## config.mk

```make
export PLATFORM = sky130hd
export DESIGN_NAME = Regfile
export DESIGN_NICKNAME = d
export VERILOG_FILES = /design/src/hw/BackendPkg.sv /design/src/hw/Regfile.sv
export VERILOG_INCLUDE_DIRS = /design/src /design/src/include
export SDC_FILE = /design/constraint.sdc
export NUM_CORES = 2
export LEC_CHECK = 0
export ABC_AREA = 1
export BUFFER_PORTS_ARGS = -buffer_cell sky130_fd_sc_hd__buf_2
export CAP_MARGIN = 20
export CELL_PAD_IN_SITES_DETAIL_PLACEMENT = 0
export CELL_PAD_IN_SITES_GLOBAL_PLACEMENT = 1
export CORE_AREA = 2 2 525 527
export DETAILED_ROUTE_END_ITERATION = 8
export DIE_AREA = 0 0 527 529
export PLACE_DENSITY_LB_ADDON = 0.1
export SKIP_CTS_REPAIR_TIMING = 1
export SYNTH_ARGS = -nofsm -noshare
export SYNTH_HDL_FRONTEND = slang
export SYNTH_SLANG_ARGS = --single-unit
```

## constraint.sdc

```tcl
create_clock -name clk -period 3.3 [get_ports clk]
set_input_delay 0.165 -clock clk [delete_from_list [all_inputs] [get_ports clk]]
set_output_delay 0.165 -clock clk [all_outputs]
set_load 0.05 [all_outputs]
```

## src/include/backend_consts.svh

```systemverilog
`ifndef BACKEND_CONSTS_SVH
`define BACKEND_CONSTS_SVH

// data path and architectural register file.
`define XLEN 32
`define ARCH_REGS 32

// physical registers and their index width.
`define PHYS_REGS 48
`define PREG_W 6

// free list holds the physical registers that are not mapped at reset.
`define FREE_DEPTH 16
`define FREE_W 4

`define ROB_DEPTH 16
`define ROB_W 4

`define IQ_DEPTH 8
`define IQ_W 3

`endif

```

## src/hw/BackendPkg.sv

```systemverilog
`default_nettype none
`include "backend_consts.svh"

package BackendPkg;

    typedef struct packed {
        logic [6:0] funct7;
        logic [4:0] rs2;
        logic [4:0] rs1;
        logic [2:0] funct3;
        logic [4:0] rd;
        logic [6:0] opcode;
    } RType;

    typedef struct packed {
        logic [11:0] imm12;
        logic [4:0]  rs1;
        logic [2:0]  funct3;
        logic [4:0]  rd;
        logic [6:0]  opcode;
    } IType;

    // one fetched word, seen through either format.
    typedef union packed {
        RType r;
        IType i;
    } InstWord;

    typedef enum logic [2:0] {
        ADD,
        SUB,
        AND,
        OR,
        XOR
    } AluOp;

    typedef struct packed {
        logic             valid;
        logic             illegal;
        AluOp             aluOp;
        logic             useImm;
        logic [`XLEN-1:0] imm;
        logic [4:0]       rs1;
        logic [4:0]       rs2;
        logic [4:0]       rd;
        logic             writesRd;
    } DecodedOp;

    // rd stays architectural because the ROB commits it.
    typedef struct packed {
        logic               valid;
        logic               illegal;
        AluOp               aluOp;
        logic               useImm;
        logic [`XLEN-1:0]   imm;
        logic [4:0]         rd;
        logic [`PREG_W-1:0] prs1;
        logic [`PREG_W-1:0] prs2;
        logic [`PREG_W-1:0] prd;
        logic [`PREG_W-1:0] oldPrd;
        logic [`ROB_W-1:0]  robIdx;
        logic               writesRd;
    } RenamedOp;

    typedef struct packed {
        AluOp               aluOp;
        logic               useImm;
        logic [`XLEN-1:0]   imm;
        logic [`PREG_W-1:0] prs1;
        logic [`PREG_W-1:0] prs2;
        logic [`PREG_W-1:0] prd;
        logic [`ROB_W-1:0]  robIdx;
        logic               writesRd;
    } IssueBundle;

    typedef struct packed {
        logic               en;
        logic               writesRd;
        logic [`PREG_W-1:0] prd;
        logic [`ROB_W-1:0]  robIdx;
        logic [`XLEN-1:0]   data;
    } WbBus;

    typedef struct packed {
        logic             en;
        logic             we;
        logic [4:0]       rd;
        logic [`XLEN-1:0] data;
    } CommitBus;

    typedef struct packed {
        logic               en;
        logic [`PREG_W-1:0] prd;
    } FreeReq;

endpackage

`default_nettype wire

```

## src/hw/Regfile.sv

```systemverilog
`timescale 1ns/1ps
`default_nettype none
`include "backend_consts.svh"

module Regfile (
    input  logic               clk,
    input  logic               rstN,
    input  logic [`PREG_W-1:0] raddr1,
    input  logic [`PREG_W-1:0] raddr2,
    output logic [`XLEN-1:0]   rdata1,
    output logic [`XLEN-1:0]   rdata2,
    input  BackendPkg::WbBus   wb
);
    logic [`XLEN-1:0] regs [`PHYS_REGS];

    assign rdata1 = regs[raddr1];
    assign rdata2 = regs[raddr2];

    // all zeros at reset gives the initial architectural state.
    always_ff @(posedge clk) begin
        if (!rstN) begin
            for (int i = 0; i < `PHYS_REGS; i++) begin
                regs[i] <= '0;
            end
        end else if (wb.en && wb.writesRd) begin
            regs[wb.prd] <= wb.data;
        end
    end
endmodule

`default_nettype wire

```

Word level (Yosys, flattened, before mapping)
Memories as Yosys holds them, arrays and structs flattened.
Cells that the tools add are included.
{"block": "classes", "muxes": 7, "n_reduce_logical": 2}
{"cell": "$mux 32", "n": 1}
{"cell": "$reduce_or 32->1", "n": 1}
{"cell": "$mux 6", "n": 1}
{"cell": "$mux 1", "n": 5}
{"cell": "$logic_and 1x1->1", "n": 1}
{"block": "totals", "regBits": 0, "ramBits": 1536, "input_bits": 58, "out_inout_bits": 64, "word_cells": 10, "n_memories": 1}
{"memory": "regs", "words": 48, "word_bits": 32, "rd": 2, "rd_ports_with_merged_regs": 0, "wr": 48, "line_no": "Regfile.sv:14", "text": "logic [`XLEN-1:0] regs [`PHYS_REGS];"}

Depth between registers and ports, before layout
{"block": "depth", "word_depth": 6, "mapped_depth": 13, "ltp_nobuf": 9}

Least setup slack after synthesis
OpenSTA, ideal clock, no wires.
{"block": "synth_timing", "path_kind": "input -> register", "from": "input wb[36] (netlist bit)", "to": "memory regs[63][0] (netlist bit), enable pin", "setup_time_ps": 461, "arrival_time_ps": 2799, "required_time_ps": 2839, "setup_slack_ps": 40, "stages": 4, "path_buffers": 0, "path_cell_list": "inv_1 > nor3_1 > inv_1 > nor3_1"}
{"element": "start, declared", "line_no": "Regfile.sv:12", "text": "input BackendPkg::WbBus wb"}
{"element": "end, declared", "line_no": "Regfile.sv:14"}

==> metrics.txt <==
drt total wl=roughly 500000 um; number of placed instances, taps included=16400; Top delay family on crit path=simple AND/OR/NAND/NOR gates; # clock sinks=2048; multiplexer share of the synthesized area=0; CP Class=reg -> out; startpoint types=register; Post-Layout Cell Count=16800; Worst Setup End Kind=output pin; Critical Path AT=3190 ps; post-synthesis compound-gate area fraction=0; Worst VDD drop=0.504 mV; H-tree Lvls=4; largest family of logic cells by synthesized area=simple AND/OR/NAND/NOR gates; Largest regs=regs: 2048 flops; XOR/XNOR Fraction of Synth Area=0; slowest CP cell=nand2_1; Syn Inst Count=13300; multi-input logic area=about 43000 sq um; Storage cell area=61500 sq um; initial antenna violation count=34; Synth area leader=edfxtp_1; share of post-route cells with drive strength above 1=0.0878; worst path bufs/invs=1; Rel. slew slack=0.251; fin worst setup slack=-54.0 ps; CTS root buffer=clkbuf_16; die height=529 um; RSZ-0062 raised after global routing=false; Routability Congestion=approximately 0.92; Synth Flop Type=edfxtp_1; outcome=finished, violations left; # IOs=122; ANT nets after route=0; dpl ws=106 ps; worst slew pin tran=approximately 1100 ps; die footprint=279000 sq um; Detail Placement HPWL=302000 um; Finish-stage setup viols=1; Avg WL per Cell=30.5 um; number of synthesized flops with an enable pin=about 2000; Die Wd=527 um; Synth Area in Simple Gates=0.388; Area Growth Syn to Fin=14.6%; max-slew violations=0; failing checks=negative setup slack; P_leak=between 40 and 50 nW; grt total ovfl=0; NetSw=18.8 mW; CP Max Fanout=2; DR vias=around 100k; clock-pin slew on the worst setup and hold paths=approximately 60 ps; Comb power frac=0.148; core area=between 200000 and 300000 sq um; Yosys Warn Count=0; period utilization=1.02; Initial Utilization=0.399; asr flop ratio synth=0; DRC=0; Top reg by flops=regs; DR pass1 iterations=8; worst min path class=in -> reg; top post-synthesis cells by area=edfxtp_1, nand3_1, nand2_1; Synth Register Bits=2048; Avg Synthesized Cell Area=8.19 sq um; Cell Int Power=46.6 mW; Fill cells=26000; final net count=13100; CTS buffer count=239; count of different cell masters after synthesis=16; Bufs on Longest Clock Path=4; vias in the first global route=around 97000; row cnt=192; most common cell in the netlist=nand2_1; TritonCTS clock tree=built; Total GRT Usage=0.360; synthesized area=109000 sq um; Required @ worst endpoint=3130 ps; Clk pwr share=0.391; Max Clk Rate=roughly 300 MHz; Worst path max stage delay=430 ps; max reg flops=2048; Seq pwr share=0.460; crit path cell chain=nand2_1 -> nand3_1 -> nand3_1 -> nand3_1 -> nand3_1 -> nand2_1 -> nand2_1 -> nand2_1 -> buf_12; Synth Net Count=13400; largest net degree at the start of global routing=94; Hold Violations, Final=0; first-pass GRT wire length=719000 um; vias per cell=6.08; Pwr Density=525 nW/um^2; max cap viols=0; adder-cell area share of the yosys netlist=0; Sw Share=0.287; sequential cell area fraction in the yosys report=0.565; most frequent cells after synthesis=nand2_1, nand3_1, edfxtp_1; IO buf count=117; drt first-iter violations=~15000; fin crit period=3350 ps; Synth top area share=0.565
[per-stage QoR]
step / hold WS (ps) / TNS (ps) / power [mW] / utilization / instance area (sq um)
finish: 14.4 / -54.0 / 65.5 / 0.457 / 125000
global route: 4.07 / 0 / 67.2 / 0.457 / 125000
CTS: -444 / -50.8 / 65.4 / 0.456 / 124000
detailed placement: 572 / 0 / 40.1 / 0.429 / 117000
global placement: 562 / 0 / 40.0 / 0.429 / 117000
floorplan: 264 / 0 / 35.5 / - / 109000
[worst paths after layout]
path | from | to | slack, ps | cells after the start
hold / removal | wb[41] | regs[29][30]$_SDFFCE_PN0P_ | 10 | 5
setup / recovery | regs[63][2]$_DFFE_PP_ | rdata1[2] | -50 | 9
[cell families (layout without fill, tap and decap cells)]
kind of cell	after synthesis	in the layout
buffers and inverters	1258	1205
AND/OR/NAND/NOR	9986	9986
flip-flops	2048	2048
other	0	14
[per-layer routing]
| layer | wire (um) | share of wire | global-route usage | up-vias |
|---|---|---|---|---|
| met3 | 52500 | 0.10 | 0.0710 | 1303 |
| li1 | - | - | - | 44400 |
| met5 | 88 | 0.00017 | 0 | - |
| met1 | 197000 | 0.38 | 0.463 | 50400 |
| met4 | 32900 | 0.064 | 0.205 | 16 |
| met2 | 232000 | 0.45 | 0.566 | 6288 |
[cell usage in the layout, fill, tap and decap left out, types with 46 or more instances in the layout]
master     Yosys  routed
nand2_1     4621    4525
nand3_1     3788    3783
edfxtp_1    2048    2048
nor2_1      1555    1547
buf_4          7     375
buf_12         0     253
clkbuf_16      0     241
nand2_2        0      96
clkinv_1       0      71
clkbuf_1     748      48
clkinv_2       0      46
[layout make-up]
cell class,instances,share of cell area
clock buffer,289,0.0498
sequential,2048,0.493
timing repair buffer,713,0.0685
clock inverter,145,0.00860
tap,3589,0.0360
inverter,58,0.00227
multi-input combinational,9986,0.342
antenna,14,0.000281
[power by group through the flow]
stage               Combinational, mW  Sequential [mW]  Clock [mW]
floorplan                        4.91             30.5           0
global placement                 9.38             30.6           0
detailed placement               9.42             30.6           0
CTS                              9.44             30.1        25.8
global route                     10.2             30.2        26.8
finish                           9.71             30.1        25.6
Power figures use the tool's default switching activity.
