## config.mk

```make
export PLATFORM = sky130hd
export DESIGN_NAME = Decode
export DESIGN_NICKNAME = d
export VERILOG_FILES = /design/src/hw/BackendPkg.sv /design/src/hw/Decode.sv
export VERILOG_INCLUDE_DIRS = /design/src /design/src/include
export SDC_FILE = /design/constraint.sdc
export NUM_CORES = 1
export LEC_CHECK = 0
export ABC_CLOCK_PERIOD_IN_PS = 1400
export BUFFER_PORTS_ARGS = -buffer_cell sky130_fd_sc_hd__buf_2
export CAP_MARGIN = 20
export CORE_MARGIN = 3
export CORE_UTILIZATION = 39
export DETAILED_ROUTE_END_ITERATION = 7
export GPL_TIMING_DRIVEN = 0
export PLACE_DENSITY = 0.77
export SLEW_MARGIN = 10
export SYNTH_ARGS = -nofsm -noshare
export SYNTH_HDL_FRONTEND = slang
export SYNTH_SLANG_ARGS = --single-unit
```

## constraint.sdc

```tcl
create_clock -name clk -period 1.4 [get_ports clk]
set_clock_uncertainty 0.15 [all_clocks]
set_input_delay 0.21 -clock clk [delete_from_list [all_inputs] [get_ports clk]]
set_output_delay 0.21 -clock clk [all_outputs]
set_load 0.05 [all_outputs]
```

## src/include/backend_consts.svh

```systemverilog
`ifndef BACKEND_CONSTS_SVH
`define BACKEND_CONSTS_SVH

// data path and architectural register file.
`define XLEN 32
`define ARCH_REGS 32

// physical registers and their index width.
`define PHYS_REGS 48
`define PREG_W 6

// free list holds the physical registers that are not mapped at reset.
`define FREE_DEPTH 16
`define FREE_W 4

`define ROB_DEPTH 16
`define ROB_W 4

`define IQ_DEPTH 8
`define IQ_W 3

`endif

```

## src/hw/BackendPkg.sv

```systemverilog
`default_nettype none
`include "backend_consts.svh"

package BackendPkg;

    typedef struct packed {
        logic [6:0] funct7;
        logic [4:0] rs2;
        logic [4:0] rs1;
        logic [2:0] funct3;
        logic [4:0] rd;
        logic [6:0] opcode;
    } RType;

    typedef struct packed {
        logic [11:0] imm12;
        logic [4:0]  rs1;
        logic [2:0]  funct3;
        logic [4:0]  rd;
        logic [6:0]  opcode;
    } IType;

    // one fetched word, seen through either format.
    typedef union packed {
        RType r;
        IType i;
    } InstWord;

    typedef enum logic [2:0] {
        ADD,
        SUB,
        AND,
        OR,
        XOR
    } AluOp;

    typedef struct packed {
        logic             valid;
        logic             illegal;
        AluOp             aluOp;
        logic             useImm;
        logic [`XLEN-1:0] imm;
        logic [4:0]       rs1;
        logic [4:0]       rs2;
        logic [4:0]       rd;
        logic             writesRd;
    } DecodedOp;

    // rd stays architectural because the ROB commits it.
    typedef struct packed {
        logic               valid;
        logic               illegal;
        AluOp               aluOp;
        logic               useImm;
        logic [`XLEN-1:0]   imm;
        logic [4:0]         rd;
        logic [`PREG_W-1:0] prs1;
        logic [`PREG_W-1:0] prs2;
        logic [`PREG_W-1:0] prd;
        logic [`PREG_W-1:0] oldPrd;
        logic [`ROB_W-1:0]  robIdx;
        logic               writesRd;
    } RenamedOp;

    typedef struct packed {
        AluOp               aluOp;
        logic               useImm;
        logic [`XLEN-1:0]   imm;
        logic [`PREG_W-1:0] prs1;
        logic [`PREG_W-1:0] prs2;
        logic [`PREG_W-1:0] prd;
        logic [`ROB_W-1:0]  robIdx;
        logic               writesRd;
    } IssueBundle;

    typedef struct packed {
        logic               en;
        logic               writesRd;
        logic [`PREG_W-1:0] prd;
        logic [`ROB_W-1:0]  robIdx;
        logic [`XLEN-1:0]   data;
    } WbBus;

    typedef struct packed {
        logic             en;
        logic             we;
        logic [4:0]       rd;
        logic [`XLEN-1:0] data;
    } CommitBus;

    typedef struct packed {
        logic               en;
        logic [`PREG_W-1:0] prd;
    } FreeReq;

endpackage

`default_nettype wire

```

## src/hw/Decode.sv

```systemverilog
`timescale 1ns/1ps
`default_nettype none

module Decode (
    input  logic                 clk,
    input  logic                 rstN,
    input  logic                 fetchValid,
    input  BackendPkg::InstWord  fetchInst,
    input  logic                 stall,
    output BackendPkg::DecodedOp dec
);
    localparam logic [6:0] OpReg = 7'b0110011;
    localparam logic [6:0] OpImm = 7'b0010011;

    BackendPkg::DecodedOp decNext;

    always_comb begin
        decNext         = '0;
        decNext.valid   = fetchValid;
        decNext.rd      = fetchInst.r.rd;
        decNext.illegal = 1'b1;
        case (fetchInst.r.opcode)
            OpReg: begin
                decNext.rs1     = fetchInst.r.rs1;
                decNext.rs2     = fetchInst.r.rs2;
                decNext.illegal = 1'b0;
                case ({fetchInst.r.funct7, fetchInst.r.funct3})
                    10'b0000000_000: decNext.aluOp = BackendPkg::ADD;
                    10'b0100000_000: decNext.aluOp = BackendPkg::SUB;
                    10'b0000000_100: decNext.aluOp = BackendPkg::XOR;
                    10'b0000000_110: decNext.aluOp = BackendPkg::OR;
                    10'b0000000_111: decNext.aluOp = BackendPkg::AND;
                    default:         decNext.illegal = 1'b1;
                endcase
            end
            OpImm: begin
                decNext.rs1     = fetchInst.i.rs1;
                decNext.useImm  = 1'b1;
                decNext.imm     = {{20{fetchInst.i.imm12[11]}}, fetchInst.i.imm12};
                decNext.illegal = 1'b0;
                case (fetchInst.i.funct3)
                    3'b000:  decNext.aluOp = BackendPkg::ADD;
                    3'b100:  decNext.aluOp = BackendPkg::XOR;
                    3'b110:  decNext.aluOp = BackendPkg::OR;
                    3'b111:  decNext.aluOp = BackendPkg::AND;
                    default: decNext.illegal = 1'b1;
                endcase
            end
            default: ;
        endcase
        decNext.writesRd = !decNext.illegal; // rd 0 is filtered at rename.
    end

    always_ff @(posedge clk) begin
        if (!rstN) begin
            dec <= '0;
        end else if (!stall) begin
            dec <= decNext;
        end
    end
endmodule

`default_nettype wire

```

======== Word level (Yosys, flattened, before mapping) ========
Cells that the tools add are included.
operators by class
  equality and inequality tests ........... 9
  reduce and logical (&&, ||, !) cells .... 6
  muxes and demuxes ....................... 8
operators by type and width
  cell                 number
  $mux 33              1
  $eq 10x3->1 const B  3
  $pmux 3 s4           1
  $eq 10x9->1 const B  1
  $logic_not 10->1     1
  $mux 5               2
  $eq 3x3->1 const B   3
  $pmux 3 s3           1
  $pmux 4 s2           1
  $eq 7x5->1 const B   1
  $eq 7x6->1 const B   1
  $reduce_or 5->1      1
  $reduce_or 4->1      1
  $logic_not 3->1      1
  $mux 1               2
  $reduce_or 2->1      1
  $logic_not 1->1      1
storage, ports and cells
  input port bits ......................... 36
  flip-flop bits (word level) ............. 54
  output and inout port bits .............. 54

======== Depth between registers and ports, before layout ========
  depth in word-level cells ............... 5
  mapped depth ............................ 5
  gate-level depth less buffers ........... 4

======== Worst setup path before layout ========
OpenSTA, ideal clock, no wires.
  kind .................................... reg2out
  start ................................... reg dec[46] (netlist name)
  end ..................................... out dec[28] (netlist bit)
  data arrival time ....................... 1266 ps
  data required time ...................... 1040 ps
  cell stages (with the launch flop) ...... 2
  buffers on the path ..................... 1
  slack ................................... -226 ps
  cell sequence ........................... dfxtp_1 > buf_4
RTL lines
  what              RTL line      RTL
  end: declaration  Decode.sv:10  output BackendPkg::DecodedOp dec

==> flow_summary.ini <==
[outcome]
run_status = finished, violations left
violations = negative setup slack

[floorplan]
die_area_um2 = 4915
die_y_um = 70.11
fp-row-count = 22
die_width_um = 70.11
core_area_um2 = 3799
start_util_pct = 42.19
io_pins = 90

[synth]
synth_adder_area_share_pct = 0
synth_area_leaders = dfxtp_1, buf_4, nor2b_1, a21boi_0, nand3b_1
syn_area_um2 = 1603
synth_compound_area_share_pct = 14.75
synthSimpleGateAreaFrac_pct = 26.15
synth_top_family_by_area = simple AND/OR/NAND/NOR gates
synthXorXnorAreaFrac_pct = 0
avgSynthCellArea_um2 = 9.598
yosysTopAreaCellShare_pct = 42.47
synth_seq_cells = 34
ys_seq_area_share_pct = 42.47
synth.mux.area_fraction_pct = 4.372
synth_nets = 203
syn_inst = 167
synth_top_area_cell = dfxtp_1
ys.warnings.count = 0
synth_cell_types = 28

[setup_path]
crit_path_max_fanout = 5
r2r_cells = 4
crit_path_top_delay_cell = dfxtp_4
cp-end-kind = output pin
crit_type = flop to output pin
max_stage_delay_ns = 0.42
reg2reg_to = dec[46]
crit_end = dec[31]
rrSetupSlack_ns = 0.29
reg2reg_from = dec[46]
required_ns = 1.04
start_kind = flop
crit_start = dec[46]
critPathArrivalTime_ns = 1.10
crit_chain = clkbuf_16 -> buf_6 -> buf_8

[global_routing]
grt_start_max_net_pins = 11
grt_pass1_wl_um = 7617
antenna_found_initial = 0
grt_pass1_vias = 1596
globalRoute.totalOverflow = 0
grt_usage_pct = 19.62

[sta]
setup_tns_ns = -0.8589
max_slew_margin_pct = 74.18
finalCritPeriodShare_pct = 104.1
period_minus_slack_ns = 1.458
rsz0062_at_grt = true
hold_viol_final = 0
drv_slew = 0
fin_ws_ns = -0.05760
hold_ws_ns = 0.01348
finalSetupViolations = 21
fmax_mhz = 686.1
tightest_slew_ns = 0.3857

[drt]
drc = 0
wl_per_cell_um = 16.34
vias = 1602
first_iter_violations = 68
dr.pass1.iters = 4
via_per_inst = 5.038
wirelength_um = 5195
ant_nets = 0

[cts]
root_buffer = clkbuf_8
cts_buffer_depth = 2
clkSinkCount = 34
cts_tree = done
hold_buffers = 0
cts_buffers = 5
path_clk_slew_ns = 0.07
clock_latency_ns = 0.29
ctsHtreeMaxLevel = 2

[hold_path]
hold_class = input port to flop
hold_path_depth = 2

[finish]
syn_to_final_growth_pct = 64.64
n_antenna_cell = 0
largest_register_ffs = 34
n_fill_cell = 302
mostFrequentLayoutCell = buf_2
design_area_um2 = 2639
layout.cells.non_filler = 318
top_regs = dec: 34 flops
final_util_pct = 69.47
nNetsFinal = 306
drive_above_1_share_pct = 50.74
top_register = dec
final_cell_mix = buf_2, dfxtp_1, nor2b_1, buf_6, buf_8

[placement]
dp.cells = 303
place_congestion = 0.8201
dp_hpwl_um = 3166
dpl_cell_area_um2 = 2107
pre_cts_ws_ns = -0.4167
io_buffers = 88

[power_and_ir_drop]
pwr_density_cell_nw_per_um2 = 816.8
fin_total_pwr_mw = 2.155
ir_worst_vdd_mv = 0.6822
leakagePower_nw = 1.194

[run]
drv_cap = 0
==> cell usage after synthesis <==
cell type,n
nor2b_1,22
a31oi_1,1
a21boi_1,1
nand2_1,14
dfxtp_1,34
o41ai_2,2
o31ai_1,2
clkbuf_2,1
nand3_1,3
nand4_1,1
inv_1,1
nor4b_2,1
nor4_2,1
nand4b_1,2
a22oi_1,10
a21boi_0,12
nand3b_1,12
nand2b_1,1
clkbuf_1,6
buf_4,20
or4_4,1
buf_2,3
nor4_4,1
mux2i_1,7
and2_1,1
nor3_1,3
and3_1,2
o21ai_0,2
==> metal layers <==
| layer | track usage, % | vias to the layer above | share of wire [%] |
|---|---|---|---|
| li1 | - | 772 | - |
| met1 | 21.75 | 738 | 39 |
| met2 | 34.21 | 82 | 51 |
| met3 | 8.777 | 10 | 8.4 |
| met4 | 4.681 | 0 | 1.8 |
| met5 | 0 | - | 0 |
==> cell families after synthesis <==
family	Yosys count
AOI/OAI and AO/OA	30
buffers and inverters	31
DFF	34
muxes	7
and+or+nand+nor	65
==> worst min path at each step <==
stage                     slack [ns]       to           from
after floorplan                 0.16  dec[51]  fetchInst[13]
after global routing            0.01  dec[51]  fetchInst[12]
final                           0.01  dec[49]  fetchInst[12]
after CTS                      0.004  dec[49]  fetchInst[12]
after detailed placement        0.30  dec[26]        dec[26]
after global placement          0.30  dec[25]        dec[25]
==> where the power goes <==
| part | internal [mW] | total [mW] | switching [mW] | leakage [nW] |
|---|---|---|---|---|
| logic | 0.104 | 0.256 | 0.153 | 0.860 |
| registers | 0.979 | 0.985 | 0.00635 | 0.276 |
| clock network | 0.569 | 0.914 | 0.345 | 0.0573 |
==> cell type report <==
type                       instances  area [um2]  area share, %
buffer                            30       267.8          10.15
clock buffer                       6       82.58          3.129
clock inverter                     1       30.03          1.138
inverter                           1       3.754         0.1422
multi-input combinational        102       753.2          28.54
sequential                        34       684.4          25.94
tap                               48       60.06          2.276
timing repair buffer              96       757.0          28.69
==> what timing repair did <==
item | in CTS | in global routing
cloned | 1 | 1
endpoints found under the setup margin | 45 | 32
gates resized for setup | 66 | 28
buffers inserted | 5 | 1
pin swaps | 2 | 2
==> critical path: cells and delay by family, from the launching register on <==
| family | cells | cell delay (ns) |
|---|---|---|
| buffers and inverters | 3 | 0.38 |
| DFF | 1 | 0.42 |
Power figures use the tool's default switching activity.
