`src/include/backend_consts.svh`:
```
`ifndef BACKEND_CONSTS_SVH
`define BACKEND_CONSTS_SVH

// data path and architectural register file.
`define XLEN 32
`define ARCH_REGS 32

// physical registers and their index width.
`define PHYS_REGS 48
`define PREG_W 6

// free list holds the physical registers that are not mapped at reset.
`define FREE_DEPTH 16
`define FREE_W 4

`define ROB_DEPTH 16
`define ROB_W 4

`define IQ_DEPTH 8
`define IQ_W 3

`endif

```
`src/hw/BackendPkg.sv`:
```
`default_nettype none
`include "backend_consts.svh"

package BackendPkg;

    typedef struct packed {
        logic [6:0] funct7;
        logic [4:0] rs2;
        logic [4:0] rs1;
        logic [2:0] funct3;
        logic [4:0] rd;
        logic [6:0] opcode;
    } RType;

    typedef struct packed {
        logic [11:0] imm12;
        logic [4:0]  rs1;
        logic [2:0]  funct3;
        logic [4:0]  rd;
        logic [6:0]  opcode;
    } IType;

    // one fetched word, seen through either format.
    typedef union packed {
        RType r;
        IType i;
    } InstWord;

    typedef enum logic [2:0] {
        ADD,
        SUB,
        AND,
        OR,
        XOR
    } AluOp;

    typedef struct packed {
        logic             valid;
        logic             illegal;
        AluOp             aluOp;
        logic             useImm;
        logic [`XLEN-1:0] imm;
        logic [4:0]       rs1;
        logic [4:0]       rs2;
        logic [4:0]       rd;
        logic             writesRd;
    } DecodedOp;

    // rd stays architectural because the ROB commits it.
    typedef struct packed {
        logic               valid;
        logic               illegal;
        AluOp               aluOp;
        logic               useImm;
        logic [`XLEN-1:0]   imm;
        logic [4:0]         rd;
        logic [`PREG_W-1:0] prs1;
        logic [`PREG_W-1:0] prs2;
        logic [`PREG_W-1:0] prd;
        logic [`PREG_W-1:0] oldPrd;
        logic [`ROB_W-1:0]  robIdx;
        logic               writesRd;
    } RenamedOp;

    typedef struct packed {
        AluOp               aluOp;
        logic               useImm;
        logic [`XLEN-1:0]   imm;
        logic [`PREG_W-1:0] prs1;
        logic [`PREG_W-1:0] prs2;
        logic [`PREG_W-1:0] prd;
        logic [`ROB_W-1:0]  robIdx;
        logic               writesRd;
    } IssueBundle;

    typedef struct packed {
        logic               en;
        logic               writesRd;
        logic [`PREG_W-1:0] prd;
        logic [`ROB_W-1:0]  robIdx;
        logic [`XLEN-1:0]   data;
    } WbBus;

    typedef struct packed {
        logic             en;
        logic             we;
        logic [4:0]       rd;
        logic [`XLEN-1:0] data;
    } CommitBus;

    typedef struct packed {
        logic               en;
        logic [`PREG_W-1:0] prd;
    } FreeReq;

endpackage

`default_nettype wire

```
`src/hw/Execute.sv`:
```
`timescale 1ns/1ps
`default_nettype none
`include "backend_consts.svh"

module Execute (
    input  logic                   clk,
    input  logic                   rstN,
    input  logic                   issueValid,
    input  BackendPkg::IssueBundle issue,
    output logic [`PREG_W-1:0]     raddr1,
    output logic [`PREG_W-1:0]     raddr2,
    input  logic [`XLEN-1:0]       rdata1,
    input  logic [`XLEN-1:0]       rdata2,
    output BackendPkg::WbBus       wb
);
    logic [`XLEN-1:0] opB;
    logic [`XLEN-1:0] result;

    assign raddr1 = issue.prs1;
    assign raddr2 = issue.prs2;
    assign opB    = issue.useImm ? issue.imm : rdata2;

    always_comb begin
        case (issue.aluOp)
            BackendPkg::SUB: result = rdata1 - opB;
            BackendPkg::AND: result = rdata1 & opB;
            BackendPkg::OR:  result = rdata1 | opB;
            BackendPkg::XOR: result = rdata1 ^ opB;
            default:         result = rdata1 + opB;
        endcase
    end

    // registered result doubles as the wakeup for the issue queue.
    always_ff @(posedge clk) begin
        if (!rstN) begin
            wb <= '0;
        end else begin
            wb.en       <= issueValid;
            wb.writesRd <= issueValid && issue.writesRd;
            wb.prd      <= issue.prd;
            wb.robIdx   <= issue.robIdx;
            wb.data     <= result;
        end
    end
endmodule

`default_nettype wire

```
`config.mk`:
```
export PLATFORM = sky130hd
export DESIGN_NAME = Execute
export DESIGN_NICKNAME = d
export VERILOG_FILES = /design/src/hw/BackendPkg.sv /design/src/hw/Execute.sv
export VERILOG_INCLUDE_DIRS = /design/src /design/src/include
export SDC_FILE = /design/constraint.sdc
export NUM_CORES = 1
export LEC_CHECK = 0
export ABC_CLOCK_PERIOD_IN_PS = 5800
export BUFFER_PORTS_ARGS = -buffer_cell sky130_fd_sc_hd__buf_2
export CAP_MARGIN = 10
export CORE_ASPECT_RATIO = 2
export CORE_MARGIN = 10
export CORE_UTILIZATION = 48
export DETAILED_ROUTE_END_ITERATION = 8
export PLACE_DENSITY = 0.76
export REMOVE_ABC_BUFFERS = 1
export SYNTH_ARGS = -nofsm -noshare
export SYNTH_HDL_FRONTEND = slang
export SYNTH_SLANG_ARGS = --single-unit
```
`constraint.sdc`:
```
create_clock -name clk -period 5.8 [get_ports clk]
set_input_delay 0.29 -clock clk [delete_from_list [all_inputs] [get_ports clk]]
set_output_delay 0.29 -clock clk [all_outputs]
set_load 0.01 [all_outputs]
```
# Yosys cells after proc, flatten, opt, wreduce, memory -nomap -nowiden
# Cells that the tools add are included.
dict set report totals {
  regBits 44
  latchBits 0
  ramBits 0
  rom_bits 0
  output_inout_bits 56
  elab_cells 17
  memories 0
}
dict set report op_classes {
  addsub 2
  mul 0
  div 0
  magnitude_cmp 0
  n_eq_ne 4
  shifts 0
  mux 2
  bitwise 3
  n_reduce_logical 1
}
# op n
set ops {}
lappend ops {{$pmux 32 s4} 1}
lappend ops {{$add 32x32->32} 1}
lappend ops {{$and 32x32->32} 1}
lappend ops {{$mux 32} 1}
lappend ops {{$or 32x32->32} 1}
lappend ops {{$sub 32x32->32} 1}
lappend ops {{$xor 32x32->32} 1}
lappend ops {{$eq 3x2->1 const B} 2}
lappend ops {{$eq 3x1->1 const B} 1}
lappend ops {{$eq 3x3->1 const B} 1}
lappend ops {{$logic_and 1x1->1} 1}

# Longest topological paths before layout
dict set report depth {
  depth_word 3
  depth_mapped 23
  depth_no_buf 17
}

# Worst setup path before layout
# Ideal clock, no wire load.
dict set report synth_timing {
  kind {input -> register}
  start {in issue[55] (netlist bit)}
  end {reg wb[21] (netlist bit)}
  setup_time_ps 132
  t_arrival_ps 4481
  setup_slack_ps 1187
  cell_stages 20
  n_path_buf 5
  path_cell_list {buf_6 > buf_8 > buf_2 > buf_2 > buf_2 > mux2i_1 > ha_1 > o21ai_0 > or3_4 > o31ai_1 > xnor2_1 > ha_1 > a21o_1 > a21o_1 > a2111oi_0 > nand3_1 > a41oi_1 > o21ai_0 > xnor2_1 > a21oi_1}
}
dict set report synth_via {
  elab_chain_len 3
  word_cells_on_any_way 7
  classes_between {add/sub: 2; mux: 2; bitwise: 3}
}
# element line_no
set synth_lines {}
lappend synth_lines {{from (decl)} Execute.sv:9} ;# input BackendPkg::IssueBundle issue,
lappend synth_lines {{$mux 32 *} Execute.sv:21} ;# assign opB = issue.useImm ? issue.imm : rdata2;
lappend synth_lines {{$add 32x32->32, or another cell as far along} Execute.sv:29} ;# default: result = rdata1 + opB;
lappend synth_lines {{$pmux 32 s4 *} Execute.sv:24} ;# case (issue.aluOp)
lappend synth_lines {{to (decl)} Execute.sv:14} ;# output BackendPkg::WbBus wb
# Every way passes the cells marked *; elsewhere a longest branch is shown, timed or not.
# A chain may end at the register's enable or synchronous reset.

# Worst setup path after layout
dict set report layout_timing {
  start {in issue[55] (netlist bit)}
  end {reg wb[30] (netlist bit)}
}
# Same word-level chain as after synthesis.

==> run_results.csv <==
group,metric,value,unit
power,irDropWorstVdd,0.0001288,V
grt,grt_pass1_vias,6386,
floorplanning,chipWidth,98.27,microns
worst_setup_path,critPathMaxFanout,32,
worst_setup_path,slowest_delay,620,ps
power,power.total,1.416,mW
yosys,syn_area,5881,sq um
power,combPwrFrac,50.4,%
power,cellPowerDensity,208.0,nW/um^2
placement,place_inst,1032,
sta,final-setup-viol-count,0,
yosys,synth.ff_latch_count,44,
power,power.leakage,3.471,nW
worst_setup_path,critPathLaunchType,"input pin",
floorplanning,rows,57,
cells_and_area,areaGrowthSynthToFinish,15.74,%
clock_tree,htreeDepth,2,
route,drt_iter0_drc,359,
route,met3_wirelength,1211,microns
yosys,yosys_most_used_dff,"dfxtp_1",
cells_and_area,top_register,"wb",
worst_setup_path,worstPathRequired,5990,ps
route,wl_met2,10420,microns
power,p_sw_share,40.48,%
route,wl,19190,microns
power,seqPwrFrac,25.3,%
yosys,avgSynthCellArea,7.598,sq um
route,avgRoutedWirePerCell,18.40,microns
floorplanning,die-area,17350,sq um
floorplanning,io_pins,182,
cells_and_area,finalNetCount,1115,
clock_tree,cts.sinks,44,
sta,finalCritPeriodShare,82.86,%
grt,antenna_found_initial,3,
yosys,synth-edff-count,0,
clock_tree,cts-root-buf,"clkbuf_16",
worst_setup_path,critical_path_arrival,4990,ps
cells_and_area,instances_no_fill,1043,
grt,grt_max_degree,46,
yosys,ys_seq_area_share,14.98,%
placement,dp.final_hpwl,15470,microns
placement,place_congestion,0.9822,
grt,grtUsageTotal,20.81,%
grt,grt_remaining_overflow,0,
sta,hold_viol_final,0,
sta,layout_min_cycle_time,4806,ps
clock_tree,cts_buffers,5,
sta,maxSlewViolCount,0,
sta,tns,0,ps
yosys,yosysUniqueCellTypes,64,
clock_tree,cts_resized,0,
job,max_cap_viol_count,0,
yosys,synthArstFlopShare,0,%
route,top_layer_used,"met4",
yosys,ys_warn_count,0,
power,internal_power,842.5,uW
cells_and_area,final_common_cell,"buf_2",
cells_and_area,largest_reg_flops,44,
hold_path,hold_path_class,"input pin to flip-flop",
route,avgViaCountPerCell,5.918,
yosys,postSynthCellCount,774,
cells_and_area,top_regs,"wb: 44 flops",
floorplanning,start_util,48.79,%
sta,maxClockFrequency,0.2081,GHz
cells_and_area,drive_above_1_share,21.28,%
cells_and_area,layout_common_cells,"buf_2, ha_1, a21oi_1",
power,p_switching,573.1,uW
outcome,outcome,"finished clean",
worst_setup_path,critPathKind,"input pin to flip-flop",
worst_setup_path,critPathCaptureType,"flip-flop",
sta,max_slew_margin,34.62,%
route,drt_pass1_iterations,5,
clock_tree,cts_buffer_depth,2,
clock_tree,post-cts-setup-buffers,0,
grt,grt_pass1_wl,30040,microns
worst_setup_path,path_buf_inv,1,
placement,port_buffers,157,
worst_setup_path,crit_chain,"buf_2 -> mux2i_1 -> ha_1 -> o21ai_0 -> or3_4 -> nor3_2 -> a21oi_1 -> xnor2_1 -> ha_1 -> nand2_1 -> nor3_1 -> nand2_1 -> o32ai_1 -> a311o_1 -> a41oi_1 -> mux2i_1 -> nand3_1",
worst_setup_path,critical_path.top_delay_family,"simple AND/OR/NAND/NOR gates",
worst_setup_path,cpMaxStageDelayCell,"buf_2",
route,route.detailed.drc,0,
clock_tree,clk_pin_slew,70,ps
sta,worstMarginPinSlew,980.2,ps
sta,rsz0062_at_grt,"no",
floorplanning,core_area,12050,sq um
clock_tree,cts_hold_buf,0,
route,ant_nets,0,
clock_tree,cts_tree,"done",
cells_and_area,fill_cells,1205,
route,vias,6172,
power,clkPwrFrac,24.3,%
floorplanning,die_h,176.5,microns
route,drt-met1-wl,6456,microns
==> power groups by stage <==
stage | clock [mW] | sequential, mW | combinational (mW)
floorplan | 0 | 0.387 | 0.444
global placement | 0 | 0.365 | 0.696
detailed placement | 0 | 0.365 | 0.704
CTS | 0.349 | 0.359 | 0.708
global route | 0.361 | 0.362 | 0.787
finish | 0.343 | 0.359 | 0.714
==> cells by family (layout without fill, tap and decap cells) <==
family          count (synthesis)  count (layout)  share of synthesized area, %
compound gates                211             211                         22.81
mux                            41              41                         7.383
simple gates                  189             189                         15.68
buf+inv                       135             254                         9.893
xor+xnor                       57              57                         8.489
fa+ha+maj                      97              97                         20.77
flops                          44              44                         14.98
other cells                     0               3                             0
==> synth_stat cells, drive strengths merged, types with 2 or more instances <==
library cell	instances	area (sq um)
nor4	6	52.55
nand4	10	62.56
o21ai	31	158.9
nor2	65	244.0
xor2	10	87.58
a21o	12	90.09
clkbuf	34	127.6
nand3	10	50.05
o21bai	4	30.03
o32ai	3	26.28
nand2	45	171.4
a22oi	3	22.52
buf	19	146.4
dfxtp	44	880.8
nand2b	7	43.79
o221ai	18	157.7
a21oi	84	420.4
o31ai	5	42.54
inv	82	307.8
a221oi	6	52.55
a41oi	4	35.03
o211ai	4	30.03
and3	8	50.05
a211oi	12	90.09
nor3	15	91.34
ha	96	1201
o22ai	5	31.28
mux2i	40	419.2
a31oi	10	62.56
or3	2	17.52
nor2b	2	12.51
xnor2	47	411.6
o21a	2	15.01
and2	14	87.59
==> per-stage QoR <==
step	hold WS (ps)	utilization, %	area, sq um	setup WS [ps]
global placement	494.5	55.02	6631	823.3
floorplan	398.6	-	5607	2200
CTS	194.0	56.41	6799	1065
global route	195.5	56.47	6807	709.2
finish	197.8	56.47	6807	994.0
detailed placement	499.1	55.02	6631	768.1
==> layer usage <==
| metal | up-vias | global-route usage [%] |
|---|---|---|
| li1 | 2954 | - |
| met1 | 2895 | 19.08 |
| met2 | 255 | 39.92 |
| met3 | 68 | 3.992 |
| met4 | 0 | 13.81 |
| met5 | - | 0 |
==> final timing paths <==
check	from	to	slack, ps	cells past startpoint
min	issue[2]	wb[33]$_SDFF_PN0_	200	2
max	issue[55]	wb[30]$_SDFF_PN0_	990	17
==> cell type report <==
cell class | count | area [sq um] | area share [%]
Multi-Input combinational cell | 595 | 4420 | 64.94
Sequential cell | 44 | 880.8 | 12.94
Timing Repair Buffer | 164 | 838.3 | 12.32
Inverter | 82 | 307.8 | 4.522
Tap cell | 147 | 183.9 | 2.702
Clock buffer | 5 | 125.1 | 1.838
Clock inverter | 3 | 42.54 | 0.6250
Antenna cell | 3 | 7.507 | 0.1103
(Power assumes the default switching activity.)
