===== src/include/backend_consts.svh =====
`ifndef BACKEND_CONSTS_SVH
`define BACKEND_CONSTS_SVH

// data path and architectural register file.
`define XLEN 32
`define ARCH_REGS 32

// physical registers and their index width.
`define PHYS_REGS 48
`define PREG_W 6

// free list holds the physical registers that are not mapped at reset.
`define FREE_DEPTH 16
`define FREE_W 4

`define ROB_DEPTH 16
`define ROB_W 4

`define IQ_DEPTH 8
`define IQ_W 3

`endif


===== src/hw/BackendPkg.sv =====
`default_nettype none
`include "backend_consts.svh"

package BackendPkg;

    typedef struct packed {
        logic [6:0] funct7;
        logic [4:0] rs2;
        logic [4:0] rs1;
        logic [2:0] funct3;
        logic [4:0] rd;
        logic [6:0] opcode;
    } RType;

    typedef struct packed {
        logic [11:0] imm12;
        logic [4:0]  rs1;
        logic [2:0]  funct3;
        logic [4:0]  rd;
        logic [6:0]  opcode;
    } IType;

    // one fetched word, seen through either format.
    typedef union packed {
        RType r;
        IType i;
    } InstWord;

    typedef enum logic [2:0] {
        ADD,
        SUB,
        AND,
        OR,
        XOR
    } AluOp;

    typedef struct packed {
        logic             valid;
        logic             illegal;
        AluOp             aluOp;
        logic             useImm;
        logic [`XLEN-1:0] imm;
        logic [4:0]       rs1;
        logic [4:0]       rs2;
        logic [4:0]       rd;
        logic             writesRd;
    } DecodedOp;

    // rd stays architectural because the ROB commits it.
    typedef struct packed {
        logic               valid;
        logic               illegal;
        AluOp               aluOp;
        logic               useImm;
        logic [`XLEN-1:0]   imm;
        logic [4:0]         rd;
        logic [`PREG_W-1:0] prs1;
        logic [`PREG_W-1:0] prs2;
        logic [`PREG_W-1:0] prd;
        logic [`PREG_W-1:0] oldPrd;
        logic [`ROB_W-1:0]  robIdx;
        logic               writesRd;
    } RenamedOp;

    typedef struct packed {
        AluOp               aluOp;
        logic               useImm;
        logic [`XLEN-1:0]   imm;
        logic [`PREG_W-1:0] prs1;
        logic [`PREG_W-1:0] prs2;
        logic [`PREG_W-1:0] prd;
        logic [`ROB_W-1:0]  robIdx;
        logic               writesRd;
    } IssueBundle;

    typedef struct packed {
        logic               en;
        logic               writesRd;
        logic [`PREG_W-1:0] prd;
        logic [`ROB_W-1:0]  robIdx;
        logic [`XLEN-1:0]   data;
    } WbBus;

    typedef struct packed {
        logic             en;
        logic             we;
        logic [4:0]       rd;
        logic [`XLEN-1:0] data;
    } CommitBus;

    typedef struct packed {
        logic               en;
        logic [`PREG_W-1:0] prd;
    } FreeReq;

endpackage

`default_nettype wire


===== src/hw/Rename.sv =====
`timescale 1ns/1ps
`default_nettype none
`include "backend_consts.svh"

module Rename (
    input  logic                 clk,
    input  logic                 rstN,
    input  BackendPkg::DecodedOp dec,
    input  logic                 stall,
    input  logic [`ROB_W-1:0]    robTail,
    input  BackendPkg::FreeReq   freePrd,
    output BackendPkg::RenamedOp renamed,
    output logic                 freeLow
);
    logic [`PREG_W-1:0] mapTable [`ARCH_REGS];
    logic [`PREG_W-1:0] freeList [`FREE_DEPTH];
    logic [`FREE_W-1:0] freeHead;
    logic [`FREE_W-1:0] freeTail;
    logic [`FREE_W:0]   freeCount;
    logic               fire;
    logic               alloc;

    assign fire    = dec.valid && !stall;
    assign alloc   = fire && dec.writesRd && (dec.rd != 5'd0);
    assign freeLow = freeCount < 2;

    // speculative map, updated as soon as a destination is renamed.
    always_ff @(posedge clk) begin
        if (!rstN) begin
            for (int i = 0; i < `ARCH_REGS; i++) begin
                mapTable[i] <= `PREG_W'(i);
            end
        end else if (alloc) begin
            mapTable[dec.rd] <= freeList[freeHead];
        end
    end

    always_ff @(posedge clk) begin
        if (!rstN) begin
            for (int i = 0; i < `FREE_DEPTH; i++) begin
                freeList[i] <= `PREG_W'(`ARCH_REGS + i);
            end
            freeHead  <= '0;
            freeTail  <= '0;
            freeCount <= `FREE_DEPTH;
        end else begin
            if (alloc) begin
                freeHead <= freeHead + 1;
            end
            if (freePrd.en) begin
                freeList[freeTail] <= freePrd.prd; // returned by commit.
                freeTail           <= freeTail + 1;
            end
            freeCount <= freeCount + (`FREE_W+1)'(freePrd.en) - (`FREE_W+1)'(alloc);
        end
    end

    always_ff @(posedge clk) begin
        if (!rstN) begin
            renamed <= '0;
        end else begin
            renamed.valid    <= fire;
            renamed.illegal  <= dec.illegal;
            renamed.aluOp    <= dec.aluOp;
            renamed.useImm   <= dec.useImm;
            renamed.imm      <= dec.imm;
            renamed.rd       <= dec.rd;
            renamed.writesRd <= alloc;
            renamed.prs1     <= mapTable[dec.rs1];
            renamed.prs2     <= mapTable[dec.rs2];
            renamed.prd      <= alloc ? freeList[freeHead] : '0;
            renamed.oldPrd   <= mapTable[dec.rd];
            renamed.robIdx   <= robTail;
        end
    end
endmodule

`default_nettype wire


===== config.mk =====
export PLATFORM = sky130hd
export DESIGN_NAME = Rename
export DESIGN_NICKNAME = d
export VERILOG_FILES = /design/src/hw/BackendPkg.sv /design/src/hw/Rename.sv
export VERILOG_INCLUDE_DIRS = /design/src /design/src/include
export SDC_FILE = /design/constraint.sdc
export NUM_CORES = 1
export LEC_CHECK = 0
export ABC_AREA = 1
export ABC_CLOCK_PERIOD_IN_PS = 3500
export BUFFER_PORTS_ARGS = -buffer_cell sky130_fd_sc_hd__buf_2
export CORE_MARGIN = 10
export CORE_UTILIZATION = 40
export CTS_CLUSTER_SIZE = 24
export DETAILED_ROUTE_END_ITERATION = 6
export SYNTH_ARGS = -nofsm -noshare
export SYNTH_HDL_FRONTEND = slang
export SYNTH_SLANG_ARGS = --single-unit

===== constraint.sdc =====
create_clock -name clk -period 3.5 [get_ports clk]
set_input_delay 0.875 -clock clk [delete_from_list [all_inputs] [get_ports clk]]
set_output_delay 0.875 -clock clk [all_outputs]
set_load 0.05 [all_outputs]

# == Word level (Yosys, flattened, before mapping) ==
# Memories as Yosys holds them, arrays and structs flattened. A register that Yosys moved wholly into a read port is not among the register bits.
# Index checks and enable logic that the tools add are counted.
# word_totals
input_bits,68
mem_count,2
ram_bits,288
wordCells,45
output_inout_bits,73
register_bits,67
# memory_table
name,words,width,rd,rd_clocked_by_memory_dff,wr,line_no,text
mapTable,32,6,3,3,32,Rename.sv:15,logic [`PREG_W-1:0] mapTable [`ARCH_REGS];
freeList,16,6,1,1,16,Rename.sv:16,logic [`PREG_W-1:0] freeList [`FREE_DEPTH];
# classes
muxes,15
reduce_logical,11
magnitude_cmp,1
add_sub_neg,4
# ops
cell,n
$mux W4,3
$mux W6,2
$reduce_or A6 Y1,2
$mux W1,9
$add A4 B1 Y4 const B,2
$add A5 B1 Y5,1
$lt A5 B2 Y1 const B,1
$mux W5,1
$reduce_bool A5 Y1,1
$sub A5 B1 Y5,1
$logic_not A1 Y1,4
$logic_and A1 B1 Y1,3
$reduce_and A2 Y1,1

# == Logic depth before layout (Yosys ltp) ==
# depth
word_depth,9
depth_mapped,16

# == Worst setup path before layout ==
# Ideal clock, no wire load.
# synth_path
kind,input to register
startpoint,in dec[1] in the netlist's numbering
endpoint,reg freeCount[4]
cell_stages,16
t_arrival_ns,2.667
setup_slack_ns,0.758
n_path_buf,2
required_ns,3.426
setup_time_ns,0.074
path_cell_list,buf_2 -> nor2_1 -> nand2_1 -> nand2_1 -> buf_2 -> nor2_1 -> inv_1 -> nand2_1 -> ha_1 -> inv_1 -> fa_1 -> o21ai_0 -> a21oi_1 -> inv_1 -> a21oi_1 -> o21ai_0
# synth_between
elab_chain_len,3
# synth_rtl
item,line_no,text
"start, declared",Rename.sv:8,"input BackendPkg::DecodedOp dec,"
$reduce_bool A5 Y1,Rename.sv:24,assign alloc = fire && dec.writesRd && (dec.rd != 5'd0);
$logic_and A1 B1 Y1,Rename.sv:24,
$sub A5 B1 Y5,Rename.sv:54,freeCount <= freeCount + (`FREE_W+1)'(freePrd.en) - (`FREE_W+1)'(alloc);
"end signal, assigned",Rename.sv:45,freeCount <= `FREE_DEPTH;
"end signal, assigned",Rename.sv:54,
"end, declared",Rename.sv:19,logic [`FREE_W:0] freeCount;
# No other way between the ends.
# A chain may end at the register's enable or synchronous reset.

==> qor.txt <==
outcome -> complete, but fails checks
violated checks -> design-rule violations
max_cap viols -> 0
fin nets -> 2742
CP max FO -> 54
Fin. Hold Viols -> 0
# DRC -> 2
RSZ-0062 raised after global routing -> false
DIE WIDTH -> 245 um
CP startpoint kind -> flip-flop
Synth warnings -> 0
initial antenna violation count -> 3
slowest CP cell -> dfxtp_2
WP data required -> 3.79 ns
layout cell share with drive strength beyond 1 -> 10.6%
remaining antenna violation count -> 0
setup tns final -> 0 ns
count of final setup violators -> 0
root buf cell -> clkbuf_16
hold_ws -> 0.472 ns
hpwl dp -> 47600 um
die area -> 0.0599 sq mm
DR WL/cell -> 22.6 um
DR pass1 iterations -> 7
Post-Route Skew -> 0.0358 ns
worst slew pin tran -> 0.812 ns
vias in the first global route -> 18675
CP Cell Sequence -> buf_12 > a21oi_1 > o21ai_0 > nand3_1 > nand3_1 > buf_4 > a21oi_1
Mapped Cells -> 2606
io pins -> 141
#FFs+latches synth -> 377
Avg Vias per Cell -> 5.72
commonest non-fill, non-tap cell in the layout -> nand2_1
clock tree sinks -> 377
final WL -> 76200 um
port buffer count -> 140
chip height -> 245 um
Core ar. -> 0.0501 sq mm
Reg2Reg Setup Slack -> 0.78 ns
sequential element share of the synthesized area -> 51.6%
CTS tree -> built
Buf/Inv on CP -> 2
fin cells -> 3369
synthesized cell area -> 0.0202 sq mm
post-route clock period utilization -> 77.8%
leakage power -> 9.68 nW
Hold/Removal Path Class -> in2reg
Ant. Diodes -> 0
fmax -> 0.367 GHz
CTS Hold Bufs -> 0
row count -> 82
Vias -> 19284
GRT overflow -> 0
effective utilization at floorplan -> 40.4%
Total GRT Usage -> 24.8%
Yosys cell types -> 26
Placed Area -> 0.0215 sq mm
Worst setup EP type -> flip-flop
syn avg cell area -> 7.75 sq um
first-pass GRT wire length -> 114000 um
commonest non-fill, non-tap cells in the layout -> 879 x nand2_1, 438 x nand3_1, 288 x edfxtp_1
R2R Path End -> mapTable[12][1]
Worst Hold Launch -> dec[20]
Slew Viols, Final -> 0
design area -> 0.0229 sq mm
cts repair resizes -> 0
largest stage delay on the critical path -> 0.82 ns
total power -> 11.2 mW
Inserted Clock Buffers -> 43
clock buffer depth -> 3
largest net degree at the start of global routing -> 127
clk slew on worst S/H paths -> 0.06 ns
Post-Place Cells -> 3289
Hold Path Sink -> renamed[38]
Peak VDD IR -> 0.000331 V
H-tree levels -> 2
Largest delay share family, worst path -> buffers and inverters
hold depth -> 3
routability congestion estimate -> 0.914
worst path arrival time -> 3.02 ns
fin crit period -> 2.72 ns
Area growth, synth to finish -> 13.4%
post-CTS setup buffer count -> 0
pwr/cell area -> 489 mW/mm^2
Detailed Route Iter0 Violations -> 2766
FF-to-FF path depth -> 7
Clk Latency, worst-skew pair -> 0.61 ns
relative slew slack -> 45.8%
WS Path Type -> reg2reg
[flip-flops by register name (all words and copies together) (netlist names), named ones only]
signal / cells
freeList: 96
mapTable: 192
freeCount: 5
freeTail: 4
freeHead: 4
renamed: 72
[tightest hold or removal path, stage by stage]
cell	delay, ns
buf_2	0.07
nand2_1	0.04
inv_1	0.04
[area by class of cell]
| cell class | instances | area (sq um) |
|---|---|---|
| clock buffer | 60 | 1190 |
| clock inverter | 20 | 220 |
| fill | 5047 | 27200 |
| inverter | 204 | 766 |
| multi-input combinational | 1845 | 8230 |
| sequential | 377 | 10400 |
| tap | 672 | 841 |
| timing repair buffer | 191 | 1230 |
[how the worst max path moves through the flow]
stage / start / endpoint / slack [ns] / cells after the start
global placement: stall / mapTable[1][0] / 0.40 / 10
global route: flip-flop / mapTable[10][1] / 0.64 / 7
finish: flip-flop / mapTable[12][1] / 0.78 / 7
CTS: flip-flop / mapTable[16][5] / 0.87 / 7
detailed placement: stall / mapTable[1][2] / 0.35 / 10
floorplan: dec[1] / freeCount[4] / 0.76 / 16
[cells by family after synthesis]
group	Yosys count	share of synthesized area (%)
fa+ha+maj	12	0.780
flops	377	51.6
compound gates	295	7.61
simple gates	1531	32.2
xor+xnor	1	0.0434
buf+inv	389	7.72
other cells	1	0.0186
[layer usage]
layer | share of wire [%] | vias up | GRT usage, %
li1 | - | 8760 | -
met1 | 39 | 9023 | 32.2
met2 | 44 | 1289 | 37.7
met3 | 13 | 208 | 7.17
met4 | 4.0 | 4 | 11.4
met5 | 0.035 | - | 0
[synthesized netlist by cell type]
cell / n / area [sq um]
nand2_1: 879 / 3300
nand3_1: 438 / 2190
edfxtp_1: 288 / 8650
inv_1: 192 / 721
a21oi_1: 190 / 951
nor2_1: 153 / 574
dfxtp_1: 89 / 1780
o21ai_0: 81 / 405
buf_2: 80 / 400
clkbuf_1: 79 / 297
nand4_1: 41 / 257
buf_1: 26 / 97.6
o211ai_1: 24 / 180
ha_1: 11 / 138
inv_2: 11 / 41.3
nor2_2: 5 / 31.3
nor2_4: 4 / 45.0
nor3_1: 4 / 20.0
nor3_4: 4 / 65.1
clkinv_1: 1 / 3.75
conb_1: 1 / 3.75
fa_1: 1 / 20.0
nand2_2: 1 / 6.26
nor3_2: 1 / 10.0
nor4_1: 1 / 6.26
xnor2_1: 1 / 8.76
[power by group]
part           internal [mW]  total (mW)  switching [mW]
clock network           2.62        4.55            1.93
registers               4.96        5.05          0.0933
logic                  0.386        1.61            1.23
total                   7.96        11.2            3.25
[metrics by stage]
| step | util, % | setup WS, ns |
|---|---|---|
| 2_1_floorplan | - | 0.758 |
| 3_3_place_gp | 42.9 | 0.404 |
| 3_5_place_dp | 42.9 | 0.348 |
| 4_1_cts | 45.8 | 0.867 |
| 5_1_grt | 45.8 | 0.642 |
| 6_report | 45.8 | 0.777 |
Power figures use the tool's default switching activity.
